`src/hw/snd_bus_pkg.sv`:
```
/* sound cpu bus types, plain level bus without handshake
   requests are only valid while mreq is high */
package snd_bus_pkg;

    typedef logic [15:0] cpu_addr_t; // z80 style 64 KiB space
    typedef logic [7:0]  cpu_data_t;

    // one bus request as driven by the cpu side
    typedef struct packed {
        cpu_addr_t addr;
        cpu_data_t wdata;  // only looked at on writes
        logic      mreq;   // memory request level
        logic      wr;     // high for write, low for read
    } cpu_bus_t;

    // device selects out of the decoder
    // at most one bit high at a time
    typedef struct packed {
        logic rom;     // fixed or banked window
        logic ram;     // work ram, D page
        logic tone;    // tone register pair
        logic bank;    // rom bank bit
        logic latch0;  // main cpu command latch 0
        logic latch1;  // main cpu command latch 1
    } dev_sel_t;

endpackage

```
`src/hw/snd_map.sv`:
```
/* memory map, bank register and read path of the sound cpu
   reads are registered, rom reads stall through wait_n until rom_ok
   adpcm slots at F002/F006 are not decoded and read back FF */
`timescale 1ns/100ps

module snd_map import snd_bus_pkg::*; (
    input  logic      clk,
    input  logic      rst,
    input  cpu_bus_t  cpu,
    input  cpu_data_t snd_latch0,
    input  cpu_data_t snd_latch1,
    input  cpu_data_t rom_data,
    input  logic      rom_ok,
    input  cpu_data_t ram_q,
    input  cpu_data_t tone_q,
    output dev_sel_t  sel,
    output cpu_addr_t rom_addr,
    output logic      rom_cs,
    output cpu_data_t rdata,
    output logic      wait_n
);

    logic      bank;     // upper half of the banked window
    logic      rd_ram;   // last sampled read hit ram
    cpu_data_t rd_mux;   // read data of all non-ram sources
    cpu_data_t rdata_r;

    // address decode
    always_comb begin
        sel      = '0;
        rom_addr = '0;
        if (cpu.mreq) begin
            casez (cpu.addr[15:12])
                4'b0???: begin // 0000-7FFF fixed
                    sel.rom  = 1'b1;
                    rom_addr = {1'b0, cpu.addr[14:0]};
                end
                4'b10??: begin // 8000-BFFF banked
                    sel.rom  = 1'b1;
                    rom_addr = {1'b1, bank, cpu.addr[13:0]};
                end
                4'b1101: sel.ram = 1'b1; // D page, ram mirrors
                4'b1111: begin
                    case (cpu.addr[3:1])
                        3'd0:    sel.tone   = 1'b1; // a0 picks addr/data
                        3'd2:    sel.bank   = 1'b1;
                        3'd4:    sel.latch0 = 1'b1;
                        3'd5:    sel.latch1 = 1'b1;
                        default: ;                  // adpcm and spare slots
                    endcase
                end
                default: ; // C and E pages are empty
            endcase
        end
    end

    // rom_cs decoded on its own, cross checked against sel.rom below
    assign rom_cs = cpu.mreq & (~cpu.addr[15] | (cpu.addr[15:14] == 2'b10));

    // hold the bus while the rom answer is pending
    assign wait_n = ~(rom_cs & ~rom_ok);

    always_ff @(posedge clk or posedge rst) begin
        if (rst) begin
            bank <= 1'b0;
        end else if (sel.bank && cpu.wr) begin
            bank <= cpu.wdata[0];
        end
    end

    // read priority tone, latch0, latch1, (ram), rom, idle
    // ram is left out here, its q is already one cycle late
    always_comb begin
        if (sel.tone)
            rd_mux = tone_q;
        else if (sel.latch0)
            rd_mux = snd_latch0;
        else if (sel.latch1)
            rd_mux = snd_latch1;
        else if (sel.rom)
            rd_mux = rom_data;
        else
            rd_mux = 8'hff; // nothing there, ram also lands here
    end

    always_ff @(posedge clk or posedge rst) begin
        if (rst) begin
            rdata_r <= 8'hff;
            rd_ram  <= 1'b0;
        end else begin
            rdata_r <= rd_mux;
            rd_ram  <= sel.ram & ~cpu.wr;
        end
    end

    // both halves come straight out of registers
    assign rdata = rd_ram ? ram_q : rdata_r;

    a_sel_onehot: assert property (
        @(posedge clk) disable iff (rst) $onehot0(sel)
    ) else $error("sel not one-hot: %h", sel);

    a_rom_cs: assert property (
        @(posedge clk) disable iff (rst) rom_cs == sel.rom
    ) else $error("rom_cs %h differs from sel.rom %h", rom_cs, sel.rom);

endmodule

```
`config.mk`:
```
export PLATFORM = sky130hd
export DESIGN_NAME = snd_map
export DESIGN_NICKNAME = d
export VERILOG_FILES = /design/src/hw/snd_bus_pkg.sv /design/src/hw/snd_map.sv
export SDC_FILE = /design/constraint.sdc
export NUM_CORES = 1
export LEC_CHECK = 0
export BUFFER_PORTS_ARGS = -buffer_cell sky130_fd_sc_hd__buf_2
export CAP_MARGIN = 20
export CELL_PAD_IN_SITES_DETAIL_PLACEMENT = 1
export CELL_PAD_IN_SITES_GLOBAL_PLACEMENT = 1
export CORE_MARGIN = 4
export CORE_UTILIZATION = 23
export CTS_CLUSTER_SIZE = 30
export DETAILED_ROUTE_END_ITERATION = 7
export HOLD_SLACK_MARGIN = 0.05
export PLACE_DENSITY_LB_ADDON = 0.05
export SETUP_SLACK_MARGIN = 0.2
export SLEW_MARGIN = 20
export SYNTH_ARGS = -nofsm -noshare
export SYNTH_HDL_FRONTEND = slang
export SYNTH_SLANG_ARGS = --single-unit
```
`constraint.sdc`:
```
create_clock -name clk -period 1.15 [get_ports clk]
set_input_delay 0.0575 -clock clk [delete_from_list [all_inputs] [get_ports clk]]
set_output_delay 0.0575 -clock clk [all_outputs]
set_load 0.02 [all_outputs]
```
; ---- After elaboration in Yosys (flattened, before gate mapping)
; Cells that the tools add are included.
; Widths: inputs -> output; s select.
[word_totals]
output_inout_bits = 32
register_bits = 10
wordCells = 35
input_bits = 69
[op_classes]
n_reduce_logical = 3
n_bitwise = 8
n_mux = 15
n_eq_ne = 6
[op_table]
columns = cell, count
row1 = $mux 8, 5
row2 = $pmux 16 s2, 1
row3 = $mux 16, 1
row4 = $eq 4x4->1 const B, 2
row5 = $eq 3x3->1 const B, 2
row6 = $mux 1, 6
row7 = $mux 6, 1
row8 = $mux 4, 1
row9 = $not 1->1, 4
row10 = $and 1x1->1, 3
row11 = $eq 3x2->1 const B, 1
row12 = $logic_not 3->1, 1
row13 = $eq 2x2->1 const B, 1
row14 = $reduce_or 2->1, 1
row15 = $logic_and 1x1->1, 1
row16 = $or 1x1->1, 1

; ---- Depth between registers and ports, before layout
[logic_depth]
depth_word = 8
mapped_depth = 5

; ---- Least setup slack after synthesis
; OpenSTA, ideal clock, no wires.
[synth_timing]
path_kind = input to output
start = input port cpu[24] in the netlist's numbering
end = output port sel[1] in the netlist's numbering
t_arrival_ps = 1050
stages = 3
required_time_ps = 1092
n_path_buf = 1
path_slack_ps = 42
cell_sequence = nand4_4 > buf_2 > nor4_1
[synth_rtl]
columns = element, line_no
row1 = from (decl), snd_map.sv:9  ; input cpu_bus_t cpu,
row2 = to (decl), snd_map.sv:16  ; output dev_sel_t sel,

; ---- Worst setup path after layout
[layout_timing]
start = register rd_ram
end = output port rdata[3]
[layout_via]
elab_chain_cells = 1
[layout_lines]
columns = element, line_no
row1 = from (decl), snd_map.sv:24  ; logic rd_ram;
row2 = from (signal assigned), snd_map.sv:92  ; rd_ram <= sel.ram & ~cpu.wr;
row3 = $mux 8, snd_map.sv:97  ; assign rdata = rd_ram ? ram_q : rdata_r;
row4 = to (decl), snd_map.sv:19  ; output cpu_data_t rdata,
; Every way passes these cells.

==> metrics.cfg <==
[hold_path]
hp-start = cpu[2]
holdPathEnd = bank
hp-class = primary input to flip-flop
hold_depth = 2

[finish]
area_growth_pct = 130
nets = 290
nFillCells = 464
drive_above_1_share_pct = 83.2
diodes = 0

[timing]
fmax_ghz = 0.798
finClkSkew_ps = 0
relSlewSlack_pct = 77.3
drv_slew = 0
setup_viol_count_final = 8
setup_slack_ps = -103
worstMarginPinSlew_ps = 340
min_period_ps = 1250
hold_viol = 0
tns_ps = -805
holdWs_ps = 59.0
fin_crit_sh_pct = 109
rsz0062_at_grt = true

[clock_network]
cts_made_buffers = 3
clkSlewWorstSetupHoldPaths_ps = 50
h-tree-depth = 1
cts_sinks = 10
cts_tree = yes
clock_latency_ps = 230
cts-root-buf = clkbuf_8
clockBufferDepth = 2

[placement]
gp_congestion = 0.689
portBuffers = 93
dp_hpwl_mm = 3.21

[grt]
grt_remaining_overflow = 0
grt_pass1_wl_mm = 6.73
grt_pass1_vias = 1411
grt_use_total_pct = 16.5
grt_max_degree = 14
antenna_found_initial = 0

[critical_path]
end_kind = output pin
rr_worst_depth = 1
cp-start-kind = flip-flop
r2r_end = bank
cp_data_required_time_ps = 1090
rrSetupSlack_ps = 400
cp_max_fo = 8
arrival_ps = 1200
path_class = flip-flop to output pin
timing.rr.start = bank

[synth]
dominantRegCellSynth = dfstp_2
synth_common_cells = 19 x and2_1, 11 x mux2_2, 10 x inv_1
synth_area_um2 = 960
postSynth.asyncResetShare_pct = 100
synth_seq_area_share_pct = 27.1
synth.distinct_cells = 30
postSynthAreaPerCell_um2 = 9.41
ys_top_cells_by_area = dfstp_2 22%, mux2_2 13%, and2_1 12%, a2bb2oi_1 5.5%, o32ai_1 5.5%
synthCells = 102
ys_ff_latch = 10
synth_edf_count = 0
synth_top_cell_by_area = dfstp_2
syn_nets = 171
ys_warn_count = 0
synth_top_area_share_pct = 21.9
synth_most_common_cell = and2_1

[pwr]
powerDensity_nw_per_um2 = 666
p_leak_nw = 1.07
peakVddDrop_mv = 0.254

[routing]
drt_iter0_drc = 16
drc = 0
dr.pass1.iters = 4
wl_per_cell_um = 17.3
routed_wl_mm = 4.67
viasPerCell = 4.72
routed-via-count = 1274
antenna_left = 0

[outcome]
violations = setup timing
status = finished, violations left

[floorplan]
initial_utilization_pct = 23.8
fp.dieW_um = 72.6
dieArea_um2 = 5270
coreArea_um2 = 4030
die_h_um = 72.6
rows = 23
io_pins = 101

[flow_run]
cap_violations = 0

-- worst max-delay path, stage by stage (launching register included) --
cell     delay (ps)
dfrtp_2         500
mux2_4          330
buf_6           130
-- registers in the layout (all words and copies together) (netlist names) --
name and cells:
bank 1, rdata_r 8, rd_ram 1
-- power by group --
part           switching (mW)  internal [mW]
registers             0.00623          0.383
clock network           0.122          0.300
logic                   0.286          0.375
total                   0.415           1.06
-- area by class of cell --
type	instances	area, um2	share of cell area (%)
Multi-Input combinational cell	75	836	37.8
Sequential cell	10	262	11.8
Timing Repair inverter	1	7.51	0.340
Clock buffer	4	55.1	2.49
Tap cell	50	62.6	2.83
Inverter	10	41.3	1.87
Timing Repair Buffer	120	947	42.8
-- cell usage in the layout, fill, tap and decap left out, types with 3 or more instances in the layout --
master / netlist / final
a2bb2oi_2: 0 / 5
and2_1: 19 / 6
and2_4: 0 / 13
buf_12: 0 / 4
buf_2: 3 / 59
buf_4: 2 / 20
buf_6: 2 / 33
clkbuf_8: 0 / 4
dfstp_2: 8 / 8
inv_1: 10 / 9
mux2_2: 11 / 3
mux2_4: 2 / 10
o32ai_2: 0 / 5
or4_1: 6 / 4
-- per-stage QoR --
step / power (mW) / utilization [%] / instance area [um2] / setup slack [ps] / instances
global route: 1.55 / 54.9 / 2210 / -155 / 270
detailed placement: 0.817 / 37.9 / 1530 / -150 / 247
CTS: 1.39 / 48.2 / 1940 / -118 / 262
finish: 1.47 / 54.9 / 2210 / -103 / 270
floorplan: 0.624 / - / 997 / 99.8 / 102
global placement: 0.804 / 37.9 / 1530 / -82.8 / 247
-- how the worst max path moves through the flow --
stage,from,end,slack (ps),depth (start not counted)
final,rd_ram,rdata[3],-100,2
after global routing,rd_ram,rdata[3],-160,2
after CTS,rd_ram,rdata[3],-120,2
after detailed placement,cpu[11],rdata_r[3],-150,4
after global placement,cpu[11],rdata_r[3],-80,4
after floorplan,cpu[11],rdata_r[2],100,4
-- timing repair --
item                                    CTS  global route
endpoints found under the setup margin   33            34
hold endpoints to repair                  3             0
cloned                                    3             0
resized for setup                        81            49
hold buffers                              2             0
setup buffers                             6             8
pin swaps                                14            13
-- per-layer routing --
metal / global-route usage, % / share of wire (%) / vias to the layer above
li1: - / - / 611
met1: 16.6 / 35 / 610
met2: 33.8 / 59 / 47
met3: 2.20 / 5.2 / 6
met4: 5.74 / 0.98 / 0
met5: 0 / 0 / -
-- kinds of logic after synthesis --
| family | synth area share [%] |
|---|---|
| compound gates | 14.9 |
| buf+inv | 10.3 |
| flops | 27.1 |
| mux | 16.0 |
| simple gates | 31.7 |
No activity file was read; power rests on OpenSTA's default activity.
