## config.mk

```make
export PLATFORM = sky130hd
export DESIGN_NAME = snd_tone
export DESIGN_NICKNAME = d
export VERILOG_FILES = /design/src/hw/snd_bus_pkg.sv /design/src/hw/snd_audio_pkg.sv /design/src/hw/snd_tone.sv
export VERILOG_INCLUDE_DIRS = /design/src /design/src/hw
export SDC_FILE = /design/constraint.sdc
export NUM_CORES = 1
export LEC_CHECK = 0
export BUFFER_PORTS_ARGS = -buffer_cell sky130_fd_sc_hd__clkbuf_2
export CORE_ASPECT_RATIO = 1.5
export CORE_UTILIZATION = 30
export CTS_CLUSTER_SIZE = 24
export DETAILED_ROUTE_END_ITERATION = 8
export GPL_TIMING_DRIVEN = 0
export SYNTH_ARGS = -nofsm -noshare
export SYNTH_HDL_FRONTEND = slang
export SYNTH_SLANG_ARGS = --single-unit
```

## constraint.sdc

```tcl
create_clock -name clk -period 3.9 [get_ports clk]
set_input_delay 0.39 -clock clk [delete_from_list [all_inputs] [get_ports clk]]
set_output_delay 0.39 -clock clk [all_outputs]
set_load 0.05 [all_outputs]
```

## src/hw/snd_settings.svh

```systemverilog
/* build-time sizes of the sound board
   ram depth must stay within the 4 KiB D window (aw <= 12) */
`ifndef SND_SETTINGS_SVH
`define SND_SETTINGS_SVH

// work ram address width, 11 gives 2 KiB
// mirrored twice across D000-DFFF
`define SND_RAM_AW 11

// phase accumulator width of the tone channel
// freq register is split into low and high byte
// so keep this between 9 and 16
`define SND_PHASE_W 16

// volume to output magnitude, 8 bit volume << 7
// tops out at 32640 which still fits a signed sample
`define SND_VOL_SHIFT 7

`endif

```

## src/hw/snd_bus_pkg.sv

```systemverilog
/* sound cpu bus types, plain level bus without handshake
   requests are only valid while mreq is high */
package snd_bus_pkg;

    typedef logic [15:0] cpu_addr_t; // z80 style 64 KiB space
    typedef logic [7:0]  cpu_data_t;

    // one bus request as driven by the cpu side
    typedef struct packed {
        cpu_addr_t addr;
        cpu_data_t wdata;  // only looked at on writes
        logic      mreq;   // memory request level
        logic      wr;     // high for write, low for read
    } cpu_bus_t;

    // device selects out of the decoder
    // at most one bit high at a time
    typedef struct packed {
        logic rom;     // fixed or banked window
        logic ram;     // work ram, D page
        logic tone;    // tone register pair
        logic bank;    // rom bank bit
        logic latch0;  // main cpu command latch 0
        logic latch1;  // main cpu command latch 1
    } dev_sel_t;

endpackage

```

## src/hw/snd_audio_pkg.sv

```systemverilog
/* audio side types for the tone generator
   phase width comes from the settings header */
`include "snd_settings.svh"

package snd_audio_pkg;

    typedef logic signed [15:0]           sample_t; // two's complement output
    typedef logic [`SND_PHASE_W-1:0]      phase_t;  // accumulator and step
    typedef logic [7:0]                   vol_t;

    // cpu visible register file of the tone channel
    typedef struct packed {
        phase_t     freq;          // phase step per cen_fm
        vol_t       vol_l;
        vol_t       vol_r;
        logic [7:0] timer_period;  // samples per timer tick, 0 stops it
        logic       irq_en;
    } tone_regs_t;

endpackage

```

## src/hw/snd_tone.sv

```systemverilog
/* one channel square wave tone chip with fm style register pair
   a0 low writes the register index, a0 high writes the register
   reads always return status, timer flag in bit 0 */
`timescale 1ns/100ps
`include "snd_settings.svh"

module snd_tone import snd_bus_pkg::*, snd_audio_pkg::*; (
    input  logic      clk,
    input  logic      rst,
    input  logic      cen_fm,   // phase step enable
    input  logic      cen_fm2,  // sample strobe
    input  logic      cs,
    input  logic      we,
    input  logic      a0,
    input  cpu_data_t wdata,
    output cpu_data_t rdata,
    output sample_t   left,
    output sample_t   right,
    output logic      sample,
    output logic      irq
);

    // register indices behind the data port
    localparam cpu_data_t REG_FREQ_LO = 8'd0;
    localparam cpu_data_t REG_FREQ_HI = 8'd1;
    localparam cpu_data_t REG_VOL_L   = 8'd2;
    localparam cpu_data_t REG_VOL_R   = 8'd3;
    localparam cpu_data_t REG_TIMER   = 8'd4;
    localparam cpu_data_t REG_CTL     = 8'd5;

    tone_regs_t regs;
    cpu_data_t  reg_sel;    // index latched by an a0=0 write
    phase_t     phase;
    logic [7:0] timer_cnt;  // samples since last tick
    logic       flag;       // timer flag, sticky
    logic       wr_en;
    logic       wr_data;    // write through the data port
    logic       clr_flag;
    sample_t    mag_l;
    sample_t    mag_r;

    assign wr_en    = cs & we;
    assign wr_data  = wr_en & a0;
    assign clr_flag = wr_data && (reg_sel == REG_CTL) && wdata[1];

    // cpu register writes
    always_ff @(posedge clk or posedge rst) begin
        if (rst) begin
            regs    <= '0;
            reg_sel <= '0;
        end else if (wr_en) begin
            if (!a0) begin
                reg_sel <= wdata;
            end else begin
                case (reg_sel)
                    REG_FREQ_LO: regs.freq[7:0] <= wdata;
                    REG_FREQ_HI: regs.freq[`SND_PHASE_W-1:8] <= wdata[`SND_PHASE_W-9:0];
                    REG_VOL_L:   regs.vol_l <= wdata;
                    REG_VOL_R:   regs.vol_r <= wdata;
                    REG_TIMER:   regs.timer_period <= wdata;
                    REG_CTL:     regs.irq_en <= wdata[0]; // bit 1 is the clear strobe
                    default:     ;                        // unmapped index, ignored
                endcase
            end
        end
    end

    // timer, counts sample strobes
    always_ff @(posedge clk or posedge rst) begin
        if (rst) begin
            timer_cnt <= '0;
            flag      <= 1'b0;
        end else begin
            if (clr_flag) flag <= 1'b0;
            if (wr_data && reg_sel == REG_TIMER) begin
                timer_cnt <= '0; // new period restarts the count
            end else if (cen_fm2 && regs.timer_period != 8'd0) begin
                if (timer_cnt == regs.timer_period - 8'd1) begin
                    timer_cnt <= '0;
                    flag      <= 1'b1; // set wins over a same cycle clear
                end else begin
                    timer_cnt <= timer_cnt + 8'd1;
                end
            end
        end
    end

    assign irq   = flag & regs.irq_en;
    assign rdata = {7'd0, flag};

    // output magnitude, zero extended volume then shifted
    assign mag_l = sample_t'(regs.vol_l) <<< `SND_VOL_SHIFT;
    assign mag_r = sample_t'(regs.vol_r) <<< `SND_VOL_SHIFT;

    // phase and sample path
    always_ff @(posedge clk or posedge rst) begin
        if (rst) begin
            phase  <= '0;
            left   <= '0;
            right  <= '0;
            sample <= 1'b0;
        end else begin
            sample <= cen_fm2; // one cycle per strobe
            if (cen_fm) phase <= phase + regs.freq;
            if (cen_fm2) begin
                // msb low is the positive half of the square
                left  <= phase[`SND_PHASE_W-1] ? -mag_l : mag_l;
                right <= phase[`SND_PHASE_W-1] ? -mag_r : mag_r;
            end
        end
    end

    // strobe must come at most every other cycle
    a_sample_pulse: assert property (
        @(posedge clk) disable iff (rst) sample |=> !sample
    ) else $error("sample high two cycles in a row");

    // irq comes up only after a sample strobe or a data port write
    a_irq_rise: assert property (
        @(posedge clk) disable iff (rst) $rose(irq) |-> $past(cen_fm2) || $past(wr_data)
    ) else $error("irq rose without a sample strobe or register write");

endmodule

```

Word level (Yosys, flattened, before mapping)
Cells that the tools add are included.
- reduce and logical (&&, ||, !) cells: 14
- $add $sub $neg: 5
- bitwise operators: 4
- equality and inequality tests: 6
- muxes and demuxes: 9
- operators with widths (operator ; count):
    16-bit two-way mux ; 2
    15-bit negation with 16-bit output ; 2
    8-bit two-way mux ; 3
    3-bit AND reduction ; 6
    16-bit adder ; 1
    8-bit by 2-bit == test with 1-bit output (second input constant) ; 2
    8-bit by 3-bit == test with 1-bit output (second input constant) ; 2
    8-bit by 1-bit adder with 8-bit output (second input constant) ; 1
    8-bit by 1-bit == test with 1-bit output (second input constant) ; 1
    8-bit == test ; 1
    8-bit zero test ; 1
    8-bit nonzero test ; 1
    8-bit by 1-bit subtractor with 8-bit output (second input constant) ; 1
    1-bit logical AND ; 4
    1-bit two-way mux ; 4
    1-bit bitwise AND ; 3
    2-bit AND reduction ; 1
    2-bit nonzero test ; 1
    1-bit NOT ; 1
- bits in registers: 107
- bits of input ports: 15
- word-level logic and storage cells: 51
- output and inout port bits: 42

Logic depth before layout (Yosys ltp)
- depth after elaboration: 8
- mapped depth: 9
- mapped depth without buffers: 9

Worst setup path after synthesis
No wires, ideal clock.
- path kind: register to register
- start point: register regs[1] (netlist name)
- end point: register timer_cnt[1]
- path slack: 1730 ps
- cell stages (with the launch flop): 9
- required time: 3778 ps
- library setup time: 122 ps
- path buffers: 1
- clock period less this slack: 2170 ps
- arrival time: 2048 ps
- cell sequence: dfrtp_1 > inv_1 > ha_1 > xnor2_1 > a22o_1 > a2111oi_0 > nand4_1 > clkbuf_1 > a32o_1
- cells in the longest elaborated chain, start to end: 5
- elaborated cells between the ends (all ways): 8
- those cells by class: add/sub (1); eq/ne (1); mux (3); reduce/logical (3)
- RTL lines (item ; line ; RTL):
    from (decl) ; snd_tone.sv:31 ; tone_regs_t regs;
    8-bit by 1-bit subtractor with 8-bit output ; snd_tone.sv:78 ; if (timer_cnt == regs.timer_period - 8'd1) begin
    8-bit == test ; snd_tone.sv:78 ;
    8-bit two-way mux ; snd_tone.sv:78 ;
    8-bit two-way mux ; snd_tone.sv:77 ; end else if (cen_fm2 && regs.timer_period != 8'd0) begin
    8-bit two-way mux ; snd_tone.sv:75 ; if (wr_data && reg_sel == REG_TIMER) begin
    to (signal assigned) ; snd_tone.sv:82 ; timer_cnt <= timer_cnt + 8'd1;
    to (decl) ; snd_tone.sv:34 ; logic [7:0] timer_cnt;
Parallel ways exist; a longest one is shown, timed or not. The select of a mux whose other input is x is not followed.
A chain may end at the register's enable or synchronous reset.

Worst setup path after layout
- start point: register regs[1] (netlist name)
- end point: register timer_cnt[5]
The elaborated chain is that of the path after synthesis.

==> impl_metrics.csv <==
group,metric,value,unit
run_status,status,"complete, no violations",
pwr,p_per_area,613,mW/mm2
job,cap_violations,0,
worst_setup_path,required,4130,ps
synthesis,ys_ff_latch,93,
synthesis,ys_warn_count,0,
worst_setup_path,crit_buf_inv,2,
worst_setup_path,cp_slowest_cell,"dfrtp_1",
detailed_routing,drc,0,
sta,fmax,392,MHz
clock_tree,clock_path_buffers,2,
cells_and_area,fillCellCount,1595,
clock_tree,cts_buffers,9,
synthesis,syn_area,0.00503,mm2
pwr,leakagePower,0.00282,uW
detailed_routing,routed_wl,10.6,mm
cells_and_area,num_antenna_cells,0,
detailed_routing,drt-initial-drc-count,135,
floorplan,ios,57,
sta,min_period,2550,ps
synthesis,synthTopCellsByArea,"dfrtp_1 46%, mux2_2 11%, ha_1 5.0%",
floorplan,core-area,0.0163,mm2
sta,setup_tns,0,ps
sta,rsz0062_at_grt,"no",
worst_hold_path,min_path_type,"input pin to flop",
clock_tree,cts_tree,"built",
sta,max_slew.worst_pin.slew,765,ps
placement,place.gp.congestion,0.844,
sta,slew_viol_final,0,
clock_tree,root_buffer,"clkbuf_16",
worst_setup_path,start_kind,"flop",
floorplan,die_x,108,um
global_routing,grt_start_max_net_pins,74,
cells_and_area,seq_area,0.00233,mm2
synthesis,syn_inst,485,
synthesis,yosysSeqAreaShare,46.3,%
clock_tree,cts.sinks,93,
worst_setup_path,cp.arrival,2770,ps
sta,setup_viol,0,
clock_tree,cts_resized,0,
detailed_routing,wl_per_cell,13.9,um
synthesis,synth_area_per_cell,10.4,um2
cells_and_area,fin_nets,589,
global_routing,grt_usage,13.3,%
placement,place_inst,747,
placement,pre_cts_ws,1370,ps
clock_tree,htree_num_levels,3,
placement,hpwl,7.99,mm
global_routing,grt_pass1_vias,3685,
pwr,finalPower,3620,uW
floorplan,die_h,161,um
worst_setup_path,crit_path_end_kind,"flop",
global_routing,grt_overflow,0,
worst_setup_path,worstPathMaxFanout,10,
sta,finalHoldViolCount,0,
floorplan,dieArea,0.0173,mm2
cells_and_area,multiInputGateArea,0.00248,mm2
floorplan,start_util,30.8,%
detailed_routing,dr_total_vias,3670,
cells_and_area,area_growth_syn_to_layout,17.5,%
detailed_routing,ant_nets,0,
synthesis,synth-edff-count,0,
sta,setup_slack,1350,ps
worst_setup_path,crit_type,"flop to flop",
placement,io_buffer_count,35,
global_routing,antenna_found_initial,0,
sta,relSlewSlack,48.8,%
pwr,ir_drop,0.000305,V
cells_and_area,instances_no_fill,763,
global_routing,grt_pass1_wl,17.8,mm
worst_setup_path,critical-path-top-delay-family,"compound AO/OA/AOI/OAI gates",
sta,fin_crit_sh,65.4,%
floorplan,placementRows,57,
synthesis,synthArstFlopShare,100,%
synthesis,ys.flop_type,"dfrtp_1",
worst_setup_path,cp_cell_sequence,"inv_1 > ha_1 > xnor2_1 > a22o_1 > a2111oi_0 > nand4_1 > clkbuf_1 > a32o_1",
clock_tree,insertion_delay,340,ps
synthesis,yosysUniqueCellTypes,51,
clock_tree,clkSlewWorstSetupHoldPaths,60,ps
synthesis,yosysTopAreaCell,"dfrtp_1",
worst_setup_path,max_stage_delay,450,ps
sta,skew,6.65,ps
cells_and_area,drive_gt1_share,23.2,%
synthesis,synth.top_cell.area_share,46.3,%
detailed_routing,first_pass_iters,4,
detailed_routing,vias_per_cell,4.81,
## Yosys cell counts (14+ instances only)
cell	number
a21oi_1	28
buf_4	22
clkbuf_1	14
dfrtp_1	93
ha_1	20
inv_1	20
mux2_2	47
nand2_1	52
nor2_1	32
o21ai_0	22
xnor2_1	20
xor2_1	15
## cells by family (layout without fill, tap and decap cells)
kind of cell / Yosys count / after routing / share of synthesized area (%)
AND/OR/NAND/NOR: 131 / 131 / 12.6
adder cells (fa/ha/maj): 21 / 21 / 5.37
multiplexers: 50 / 50 / 11.1
flip-flops: 93 / 93 / 46.3
buffers and inverters: 56 / 108 / 5.82
AO/OA/AOI/OAI: 98 / 98 / 12.7
XOR/XNOR: 35 / 35 / 6.09
other: 1 / 21 / 0.0746
## registers in the layout (all words and copies together), names as in the netlist
name / cells
regs: 25
phase: 16
left: 9
right: 9
mag_l: 8
mag_r: 8
reg_sel: 8
timer_cnt: 8
flag: 1
sample: 1
## metrics by stage
step                util (%)  instance area (um2)  hold WS [ps]
floorplan                  -                 5100           421
global placement        33.9                 5540           473
detailed placement      34.1                 5570           349
CTS                     36.2                 5910           166
global route            36.2                 5910           169
finish                  36.2                 5910           179
## cell type report
type                            count  area share (%)
Timing Repair Buffer               37            3.60
Sequential cell                    93            39.4
Clock buffer                       11            3.94
Clock inverter                      4            1.65
Inverter                           20            1.31
Buffer                             36            3.68
Multi-Input combinational cell    356            42.1
Tap cell                          206            4.36
## power by group
group | internal [uW] | switching (uW)
clock network | 624 | 357
registers | 1180 | 159
logic | 510 | 793
total | 2310 | 1310
## path summary, 6_finish.rpt
check                           startpoint      endpoint  slack [ps]  depth (start not counted)
worst max-delay path               regs[1]  timer_cnt[5]        1350                          8
worst min-delay path               cen_fm2        sample         180                          1
worst max register to register     regs[1]  timer_cnt[5]        1350                          8
worst min register to register  reg_sel[7]    reg_sel[7]         500                          1
max in group asynchronous              rst      phase[8]        2730                          4
min in group asynchronous              rst        sample         550                          3
## timing repair
| item | 4_1_cts | 5_1_grt |
|---|---|---|
| endpoints found under the hold margin | 20 | 0 |
| buffers inserted | 0 | 0 |
| hold buffers | 1 | 0 |
## metal layers
metal | global-route usage, % | wire length, um | vias to the layer above
met5 | 0 | 0 | -
met4 | 6.66 | 312 | 0
met3 | 2.03 | 378 | 17
met2 | 24.7 | 5770 | 88
met1 | 14.1 | 4130 | 1753
li1 | - | - | 1812
## placed cells by master (no fill, tap or decap), drive strengths merged, types with 7 or more instances in the layout
cell type / netlist / layout
dfrtp: 93 / 93
clkbuf: 14 / 60
nand2: 52 / 52
mux2: 47 / 47
nor2: 33 / 33
a21oi: 28 / 28
buf: 22 / 23
o21ai: 22 / 22
conb: 1 / 21
xnor2: 20 / 20
ha: 20 / 20
inv: 20 / 20
xor2: 15 / 15
nand3: 11 / 11
o211ai: 7 / 7
(Power assumes the default switching activity.)
